$ cat config.mk
export PLATFORM = sky130hd
export DESIGN_NAME = instruction_pipeline
export DESIGN_NICKNAME = d
export VERILOG_FILES = /design/src/hdl/pipeline_pkg.sv /design/src/hdl/queue_pop_if.sv /design/src/hdl/queue_push_if.sv /design/src/hdl/execute_stage.sv /design/src/hdl/ifetch_stage.sv /design/src/hdl/instruction_pipeline.sv /design/src/hdl/instruction_queue.sv
export VERILOG_INCLUDE_DIRS = /design/src /design/src/hdl
export SDC_FILE = /design/constraint.sdc
export NUM_CORES = 2
export LEC_CHECK = 0
export BUFFER_PORTS_ARGS = -buffer_cell sky130_fd_sc_hd__buf_2
export CAP_MARGIN = 20
export CORE_MARGIN = 2
export CORE_UTILIZATION = 65
export DETAILED_ROUTE_END_ITERATION = 12
export PLACE_DENSITY_LB_ADDON = 0.05
export SLEW_MARGIN = 15
export SYNTH_ARGS = -nofsm -noshare
export SYNTH_HDL_FRONTEND = slang
export SYNTH_SLANG_ARGS = --single-unit
$ cat constraint.sdc
create_clock -name clk -period 16.2 [get_ports clk]
set_clock_uncertainty 0.1 [all_clocks]
set_input_delay 3.24 -clock clk [delete_from_list [all_inputs] [get_ports clk]]
set_output_delay 3.24 -clock clk [all_outputs]
set_load 0.03 [all_outputs]
$ cat src/hdl/pipeline_defines.svh
`ifndef PIPELINE_DEFINES_SVH
`define PIPELINE_DEFINES_SVH

// Core configuration
`define THREADS_PER_CORE 4 // Hardware threads, power of two
`define QUEUE_DEPTH 4 // Fetched instruction slots, power of two
`define NUM_REGISTERS 8 // Registers per thread

// Execute timing
`define MUL_LATENCY 3 // Cycles a multiply holds execute

// Thread t starts at word t << THREAD_PC_SHIFT
`define THREAD_PC_SHIFT 6 // 64-word region per thread

`endif

$ cat src/hdl/pipeline_pkg.sv
`include "pipeline_defines.svh"

package pipeline_pkg;
	typedef logic [31:0] scalar_t; // Data word and word address
	typedef logic [$clog2(`THREADS_PER_CORE) - 1:0] thread_idx_t;
	typedef logic [$clog2(`NUM_REGISTERS) - 1:0] register_idx_t;

	typedef enum logic [3:0] {
		NOP = 4'd0,
		LOADI = 4'd1, // dest = imm
		ADD = 4'd2, // dest = a + b
		ADDI = 4'd3, // dest = a + imm
		MUL = 4'd4, // dest = low word of a * b
		HALT = 4'd5 // Disables the issuing thread
	} opcode_t; // Unlisted codes run as NOP

	// Instruction word layout, MSB first
	typedef struct packed {
		opcode_t op; // Bits 31:28
		register_idx_t dest; // Bits 27:25
		register_idx_t src_a; // Bits 24:22
		register_idx_t src_b; // Bits 21:19
		logic [2:0] unused; // Bits 18:16
		logic [15:0] imm; // Signed immediate
	} instruction_t;

	// Queue storage word
	typedef struct packed {
		thread_idx_t thread_idx;
		scalar_t pc;
		scalar_t instruction;
	} queue_entry_t;
endpackage

$ cat src/hdl/queue_pop_if.sv
`timescale 1ns/100ps

// Queue read side to execute stage
interface queue_pop_if;
	logic valid; // Queue not empty
	pipeline_pkg::thread_idx_t thread_idx; // Oldest entry
	pipeline_pkg::scalar_t pc;
	pipeline_pkg::scalar_t instruction;
	logic pop; // Strobe, removes oldest this cycle

	modport queue(
		output valid, thread_idx, pc, instruction,
		input pop);

	modport execute(
		input valid, thread_idx, pc, instruction,
		output pop);
endinterface

$ cat src/hdl/queue_push_if.sv
`timescale 1ns/100ps

// Fetch stage to queue write side
interface queue_push_if;
	logic push; // Strobe, fields valid this cycle
	pipeline_pkg::thread_idx_t thread_idx;
	pipeline_pkg::scalar_t pc;
	pipeline_pkg::scalar_t instruction;
	logic full; // Fewer than two free slots

	modport fetch(
		output push, thread_idx, pc, instruction,
		input full);

	modport queue(
		input push, thread_idx, pc, instruction,
		output full);
endinterface

$ cat src/hdl/execute_stage.sv
`timescale 1ns/100ps
`include "pipeline_defines.svh"

module execute_stage(
	input clk,
	input reset,
	queue_pop_if.execute pop_port,
	output logic [`THREADS_PER_CORE - 1:0] thread_enable,
	output logic wb_en,
	output pipeline_pkg::thread_idx_t wb_thread_idx,
	output pipeline_pkg::register_idx_t wb_reg,
	output pipeline_pkg::scalar_t wb_value);

	localparam MUL_COUNT_WIDTH = $clog2(`MUL_LATENCY + 1);

	pipeline_pkg::scalar_t registers[`THREADS_PER_CORE][`NUM_REGISTERS]; // Per-thread files
	pipeline_pkg::instruction_t instr;
	pipeline_pkg::scalar_t operand_a;
	pipeline_pkg::scalar_t operand_b;
	pipeline_pkg::scalar_t imm_ext;
	pipeline_pkg::scalar_t alu_result;
	pipeline_pkg::scalar_t mul_product;
	logic issue; // Popped entry of an enabled thread
	logic [MUL_COUNT_WIDTH - 1:0] mul_count; // Cycles left on multiply
	pipeline_pkg::thread_idx_t mul_thread_idx;
	pipeline_pkg::register_idx_t mul_dest;
	pipeline_pkg::scalar_t mul_result;

	// Decode and operand read
	assign instr = pipeline_pkg::instruction_t'(pop_port.instruction);
	assign operand_a = registers[pop_port.thread_idx][instr.src_a];
	assign operand_b = registers[pop_port.thread_idx][instr.src_b];
	assign imm_ext = {{16{instr.imm[15]}}, instr.imm}; // Sign extend

	// Stall only while a multiply is pending
	assign pop_port.pop = pop_port.valid && mul_count == '0;
	assign issue = pop_port.pop && thread_enable[pop_port.thread_idx]; // Else discard

	always_comb begin
		case (instr.op)
			pipeline_pkg::LOADI: alu_result = imm_ext;
			pipeline_pkg::ADD: alu_result = operand_a + operand_b; // Wraps at 32 bits
			default: alu_result = operand_a + imm_ext; // ADDI
		endcase
	end

	assign mul_product = operand_a * operand_b; // Low word kept

	always_ff @(posedge clk) begin
		if (reset) begin
			thread_enable <= '1; // All threads run
			wb_en <= 1'b0;
			mul_count <= '0;
			for (int t = 0; t < `THREADS_PER_CORE; t++)
				for (int r = 0; r < `NUM_REGISTERS; r++)
					registers[t][r] <= '0;
		end else begin
			wb_en <= 1'b0;
			if (mul_count != '0) begin
				mul_count <= mul_count - 1'b1;
				if (mul_count == MUL_COUNT_WIDTH'(1)) begin
					// Last multiply cycle, retire it
					wb_en <= 1'b1;
					wb_thread_idx <= mul_thread_idx;
					wb_reg <= mul_dest;
					wb_value <= mul_result;
					registers[mul_thread_idx][mul_dest] <= mul_result;
				end
			end else if (issue) begin
				case (instr.op)
					pipeline_pkg::LOADI, pipeline_pkg::ADD, pipeline_pkg::ADDI: begin
						wb_en <= 1'b1; // Single cycle
						wb_thread_idx <= pop_port.thread_idx;
						wb_reg <= instr.dest;
						wb_value <= alu_result;
						registers[pop_port.thread_idx][instr.dest] <= alu_result;
					end
					pipeline_pkg::MUL: begin
						mul_count <= MUL_COUNT_WIDTH'(`MUL_LATENCY);
						mul_thread_idx <= pop_port.thread_idx;
						mul_dest <= instr.dest;
						mul_result <= mul_product;
					end
					pipeline_pkg::HALT:
						thread_enable[pop_port.thread_idx] <= 1'b0; // No writeback
					default: ; // NOP and unknown codes
				endcase
			end
		end
	end
endmodule

$ cat src/hdl/ifetch_stage.sv
`timescale 1ns/100ps
`include "pipeline_defines.svh"

module ifetch_stage(
	input clk,
	input reset,
	input [`THREADS_PER_CORE - 1:0] thread_enable,
	output pipeline_pkg::scalar_t icache_request_addr,
	output logic icache_read_en,
	input pipeline_pkg::scalar_t icache_data,
	queue_push_if.fetch push_port);

	pipeline_pkg::scalar_t thread_pc[`THREADS_PER_CORE]; // Next fetch address per thread
	pipeline_pkg::thread_idx_t last_thread; // Last thread served
	pipeline_pkg::thread_idx_t selected_thread;
	pipeline_pkg::thread_idx_t candidate;
	logic thread_found;
	logic fetch_en;
	logic fetch_pending; // Fetch in flight
	pipeline_pkg::thread_idx_t fetch_thread;
	pipeline_pkg::scalar_t fetch_pc;

	// Round robin, first enabled thread after the last one served
	always_comb begin
		selected_thread = last_thread;
		thread_found = 1'b0;
		candidate = last_thread;
		for (int i = 1; i <= `THREADS_PER_CORE; i++) begin
			candidate = pipeline_pkg::thread_idx_t'(last_thread + i); // Wraps
			if (!thread_found && thread_enable[candidate]) begin
				selected_thread = candidate;
				thread_found = 1'b1;
			end
		end
	end

	// Queue keeps a slot for the fetch in flight
	assign fetch_en = thread_found && !push_port.full && !reset;
	assign icache_read_en = fetch_en;
	assign icache_request_addr = thread_pc[selected_thread];

	always_ff @(posedge clk) begin
		if (reset) begin
			last_thread <= pipeline_pkg::thread_idx_t'(`THREADS_PER_CORE - 1); // Thread 0 first
			fetch_pending <= 1'b0;
			for (int t = 0; t < `THREADS_PER_CORE; t++)
				thread_pc[t] <= pipeline_pkg::scalar_t'(t) << `THREAD_PC_SHIFT;
		end else begin
			fetch_pending <= fetch_en;
			if (fetch_en) begin
				last_thread <= selected_thread;
				thread_pc[selected_thread] <= thread_pc[selected_thread] + 1'b1; // Next word
			end
		end
	end

	// Thread and PC follow the request by one cycle
	always_ff @(posedge clk) begin
		if (fetch_en) begin
			fetch_thread <= selected_thread;
			fetch_pc <= thread_pc[selected_thread];
		end
	end

	assign push_port.push = fetch_pending; // Data arrives now
	assign push_port.thread_idx = fetch_thread;
	assign push_port.pc = fetch_pc;
	assign push_port.instruction = icache_data;
endmodule

$ cat src/hdl/instruction_pipeline.sv
`timescale 1ns/100ps
`include "pipeline_defines.svh"

module instruction_pipeline(
	input clk,
	input reset,
	output pipeline_pkg::scalar_t icache_request_addr,
	output logic icache_read_en,
	input pipeline_pkg::scalar_t icache_data, // Valid cycle after read_en
	output logic processor_halt,
	output logic wb_en,
	output pipeline_pkg::thread_idx_t wb_thread_idx,
	output pipeline_pkg::register_idx_t wb_reg,
	output pipeline_pkg::scalar_t wb_value);

	logic [`THREADS_PER_CORE - 1:0] thread_enable; // From execute

	queue_push_if push_if(); // Fetch to queue
	queue_pop_if pop_if(); // Queue to execute

	ifetch_stage ifetch_stage_i(
		.clk(clk),
		.reset(reset),
		.thread_enable(thread_enable),
		.icache_request_addr(icache_request_addr),
		.icache_read_en(icache_read_en),
		.icache_data(icache_data),
		.push_port(push_if.fetch));

	instruction_queue instruction_queue_i(
		.clk(clk),
		.reset(reset),
		.push_port(push_if.queue),
		.pop_port(pop_if.queue));

	execute_stage execute_stage_i(
		.clk(clk),
		.reset(reset),
		.pop_port(pop_if.execute),
		.thread_enable(thread_enable),
		.wb_en(wb_en),
		.wb_thread_idx(wb_thread_idx),
		.wb_reg(wb_reg),
		.wb_value(wb_value));

	assign processor_halt = !(|thread_enable); // Every thread halted
endmodule

$ cat src/hdl/instruction_queue.sv
`timescale 1ns/100ps
`include "pipeline_defines.svh"

module instruction_queue(
	input clk,
	input reset,
	queue_push_if.queue push_port,
	queue_pop_if.queue pop_port);

	localparam PTR_WIDTH = $clog2(`QUEUE_DEPTH);
	localparam COUNT_WIDTH = $clog2(`QUEUE_DEPTH + 1);

	pipeline_pkg::queue_entry_t entries[`QUEUE_DEPTH]; // Circular storage
	logic [PTR_WIDTH - 1:0] rd_ptr; // Oldest entry
	logic [PTR_WIDTH - 1:0] wr_ptr; // Next free slot
	logic [COUNT_WIDTH - 1:0] count; // Occupied slots
	pipeline_pkg::queue_entry_t head;

	always_ff @(posedge clk) begin
		if (reset) begin
			rd_ptr <= '0;
			wr_ptr <= '0;
			count <= '0;
		end else begin
			if (push_port.push)
				wr_ptr <= wr_ptr + 1'b1; // Wraps at depth
			if (pop_port.pop)
				rd_ptr <= rd_ptr + 1'b1;
			case ({push_port.push, pop_port.pop})
				2'b10: count <= count + 1'b1;
				2'b01: count <= count - 1'b1;
				default: count <= count; // Both or neither
			endcase
		end
	end

	// Entry write, no reset needed
	always_ff @(posedge clk) begin
		if (push_port.push) begin
			entries[wr_ptr].thread_idx <= push_port.thread_idx;
			entries[wr_ptr].pc <= push_port.pc;
			entries[wr_ptr].instruction <= push_port.instruction;
		end
	end

	// Nearly full, one slot stays free for the fetch in flight
	assign push_port.full = count >= COUNT_WIDTH'(`QUEUE_DEPTH - 1);

	// Registered count, so a push shows up a cycle later
	assign pop_port.valid = count != '0;
	assign head = entries[rd_ptr];
	assign pop_port.thread_idx = head.thread_idx;
	assign pop_port.pc = head.pc;
	assign pop_port.instruction = head.instruction;
endmodule

==> results.md <==
* Status: complete, no violations
* DPL Wire Length at 174 mm
* Hold Worst Slack at 404 ps
* Routed WL per cell at 30.8 um
* Setup CP Type: flip-flop to flip-flop
* Most used DFF post-synth: edfxtp_1
* Clock latency on the worst-skew pair at 800 ps
* Min cycle time layout at 12980 ps
* Share of cells above drive strength 1 at 0.161
* Via density at 6.80
* M2 GR Usage at 0.621
* Die width at 359 um
* Syn Inst Count at 6926
* CTS Root Cell: clkbuf_16
* Global-route met1 utilization at 0.537
* # DRC at 0
* Max Transition Viols Final at 0
* Die Y at 359 um
* Post-Syn Area at 81900 sq um
* Routability cong. at 1.03
* Crit start category: flip-flop
* R2R Path End: execute_stage_i.mul_result[31]
* Post-synth EDFFs at 1352
* Top reg by flops: execute_stage_i.registers
* Setup_tns at 0 ps
* Initial antenna violation count at 7
* Worst-path maximum fanout at 81
* Cts bufs inserted at 145
* Fillers at 8911
* Worst Setup End Kind: flip-flop
* CP required at 16620 ps
* Grt peak-use layer: met2
* Initial core utilization at 0.653
* Biggest regs: execute_stage_i.registers x1024, ifetch_stage_i.thread_pc x128, instruction_queue_i.entries x124
* Synth Register Bits at 1371
* Yosys cell types at 84
* Final hold vios at 0
* DR vias at 58.7k
* Clock-pin transition on the worst setup and hold timing paths at 60 ps
* Peak Freq at 77.0 MHz
* Total GRT Usage at 0.416
* Area delta synth->final at 8.27%
* Hold Buf Count CTS at 0
* Yosys warns at 0
* Post-Syn Nets at 7532
* Maxcap violations at 0
* Final setup viols at 0
* Vias in the first global route at 57.8k
* Seq/Total Area, Yosys at 0.500
* Total wire length at 266 mm
* Ys async rst share at 0
* Clock sinks at 1371
* Crit path capture: execute_stage_i.mul_result[31]
* Reg2Reg Depth at 36
* Final Instance Count excl. Fillers at 8625
* Worst-Margin Slew at 1190 ps
* CP arrival at 13400 ps
* Max incr delay on CP at 870 ps
* Max reg flops at 1024
* CTS tree: done
* Postcts setup bufs at 0
* RSZ-0062 raised after global routing: no
* H-tree levels at 4
* Avg Cell Area, Syn at 11.8 sq um
* R2R Setup Slk at 3220 ps
* GR Util met3 at 0.137
* Type of the tightest min-delay check: flip-flop to flip-flop
* CORE AREA at 125000 sq um
* Die area at 129000 sq um
* Worst rel slew slack at 0.203
* Post-CTS sizing at 0
* Port-buffer cells at 102
* Worst path slowest cell: nor2_1
* Initial DRC Count at 9047
* Area occupied by multi-input gates at 36900 sq um
* Most used cell, CP: fa_1
* Grt total ovfl at 0
* Final antenna-violating net count at 0
* Cells after DPL at 8360
* I/O Pins at 106
* Period utilization at 0.801
* Pin count of the biggest net entering global routing at 110
* Global-route wire length before repair at 386 mm
* Final net count at 7472
* CTS max path bufs at 3
* TritonRoute pass-1 iters at 6
* Sequential Area at 41000 sq um
* FP Rows at 130
cell type report:
class                      count  area share
clock buffer                 180      0.0437
clock inverter                68     0.00632
sequential                  1371       0.462
timing repair buffer         315      0.0255
inverter                     550      0.0236
antenna                        8    0.000226
multi-input combinational   4483       0.416
tap                         1650      0.0233
logic make-up (layout without fill, tap and decap cells):
family / count (synthesis) / after routing / share of synthesized area
DFF: 1371 / 1371 / 0.500
buffers and inverters: 1072 / 1113 / 0.0561
and+or+nand+nor: 2604 / 2604 / 0.133
other: 0 / 8 / 0
adders and majority gates: 572 / 572 / 0.125
xor gates and xnor gates: 136 / 136 / 0.0152
AOI/OAI and AO/OA: 673 / 673 / 0.0542
muxes: 498 / 498 / 0.116
cell usage in the layout (no fill, tap or decap), drive strengths merged, types with 24 or more instances in the layout:
| cell type | count |
|---|---|
| a211oi | 37 |
| a21o | 28 |
| a21oi | 164 |
| a22oi | 118 |
| a31oi | 51 |
| a32oi | 24 |
| and3 | 28 |
| buf | 314 |
| clkbuf | 181 |
| clkinv | 54 |
| edfxtp | 1352 |
| fa | 410 |
| ha | 162 |
| inv | 555 |
| mux2i | 116 |
| mux4 | 361 |
| nand2 | 546 |
| nand2b | 39 |
| nand3 | 151 |
| nand4 | 32 |
| nor2 | 1507 |
| nor2b | 45 |
| nor3 | 102 |
| o21ai | 135 |
| or2 | 90 |
| xnor2 | 111 |
critical path, delay by kind of cell, from the launching register on:
family	cells	cell delay [ps]
buffers and inverters	8	2220
flip-flops	1	310
multiplexers	3	1070
adder cells (fa/ha/maj)	9	3790
AND/OR/NAND/NOR	8	2930
AO/OA/AOI/OAI	7	1910
XOR/XNOR	1	120
synth_stat cells (9+ instances only):
| cell type | count | area (sq um) |
|---|---|---|
| o21ai_0 | 129 | 646 |
| a22oi_1 | 118 | 886 |
| buf_1 | 28 | 105 |
| or2_2 | 90 | 563 |
| dfxtp_1 | 19 | 380 |
| mux4_2 | 360 | 8110 |
| buf_4 | 42 | 315 |
| mux2_2 | 19 | 214 |
| buf_6 | 37 | 417 |
| and4_1 | 9 | 78.8 |
| nand3_1 | 151 | 756 |
| nor2b_1 | 45 | 282 |
| edfxtp_1 | 1352 | 40600 |
| a31oi_1 | 51 | 319 |
| and2_1 | 20 | 125 |
| buf_2 | 60 | 300 |
| nand2_1 | 546 | 2050 |
| nand4_1 | 32 | 200 |
| xor2_1 | 21 | 184 |
| ha_1 | 162 | 2030 |
| a32oi_1 | 22 | 193 |
| nor3_1 | 101 | 505 |
| fa_1 | 410 | 8210 |
| clkbuf_1 | 351 | 1320 |
| and3_1 | 28 | 175 |
| nand2b_1 | 39 | 244 |
| mux2i_1 | 116 | 1160 |
| a211oi_1 | 37 | 278 |
| o21a_1 | 13 | 97.6 |
| o41ai_1 | 11 | 96.3 |
| xnor2_1 | 111 | 972 |
| a21oi_1 | 154 | 771 |
| nor2_1 | 1507 | 5660 |
| a21o_1 | 28 | 210 |
| nor4_1 | 10 | 62.6 |
| a21oi_2 | 10 | 87.6 |
| inv_1 | 543 | 2040 |
per-stage QoR:
step / utilization / setup WS, ps / area, sq um
2_1_floorplan: - / 6560 / 81900
3_3_place_gp: 0.670 / 3590 / 84100
3_5_place_dp: 0.671 / 3470 / 84100
4_1_cts: 0.706 / 3420 / 88500
5_1_grt: 0.707 / 2680 / 88700
6_report: 0.708 / 3220 / 88700
worst min-delay path by stage:
stage | end | start | depth (start not counted)
3_3_place_gp | instruction_queue_i.count[2] | instruction_queue_i.count[2] | 2
5_1_grt | instruction_queue_i.count[2] | instruction_queue_i.count[2] | 2
6_report | instruction_queue_i.count[2] | instruction_queue_i.count[2] | 2
2_1_floorplan | instruction_queue_i.entries[0][64] | ifetch_stage_i.push_port.thread_idx[0] | 0
4_1_cts | instruction_queue_i.count[2] | instruction_queue_i.count[2] | 2
3_5_place_dp | instruction_queue_i.count[2] | instruction_queue_i.count[2] | 2
metal layers:
| metal | up-vias | share of wire |
|---|---|---|
| met4 | 6 | 0.068 |
| li1 | 24100 | - |
| met2 | 4573 | 0.45 |
| met3 | 999 | 0.15 |
| met1 | 29100 | 0.34 |
| met5 | - | 0.00016 |
Power is not shown: default switching activity piles up to over one toggle a cycle in this logic, so the estimate is an artifact.
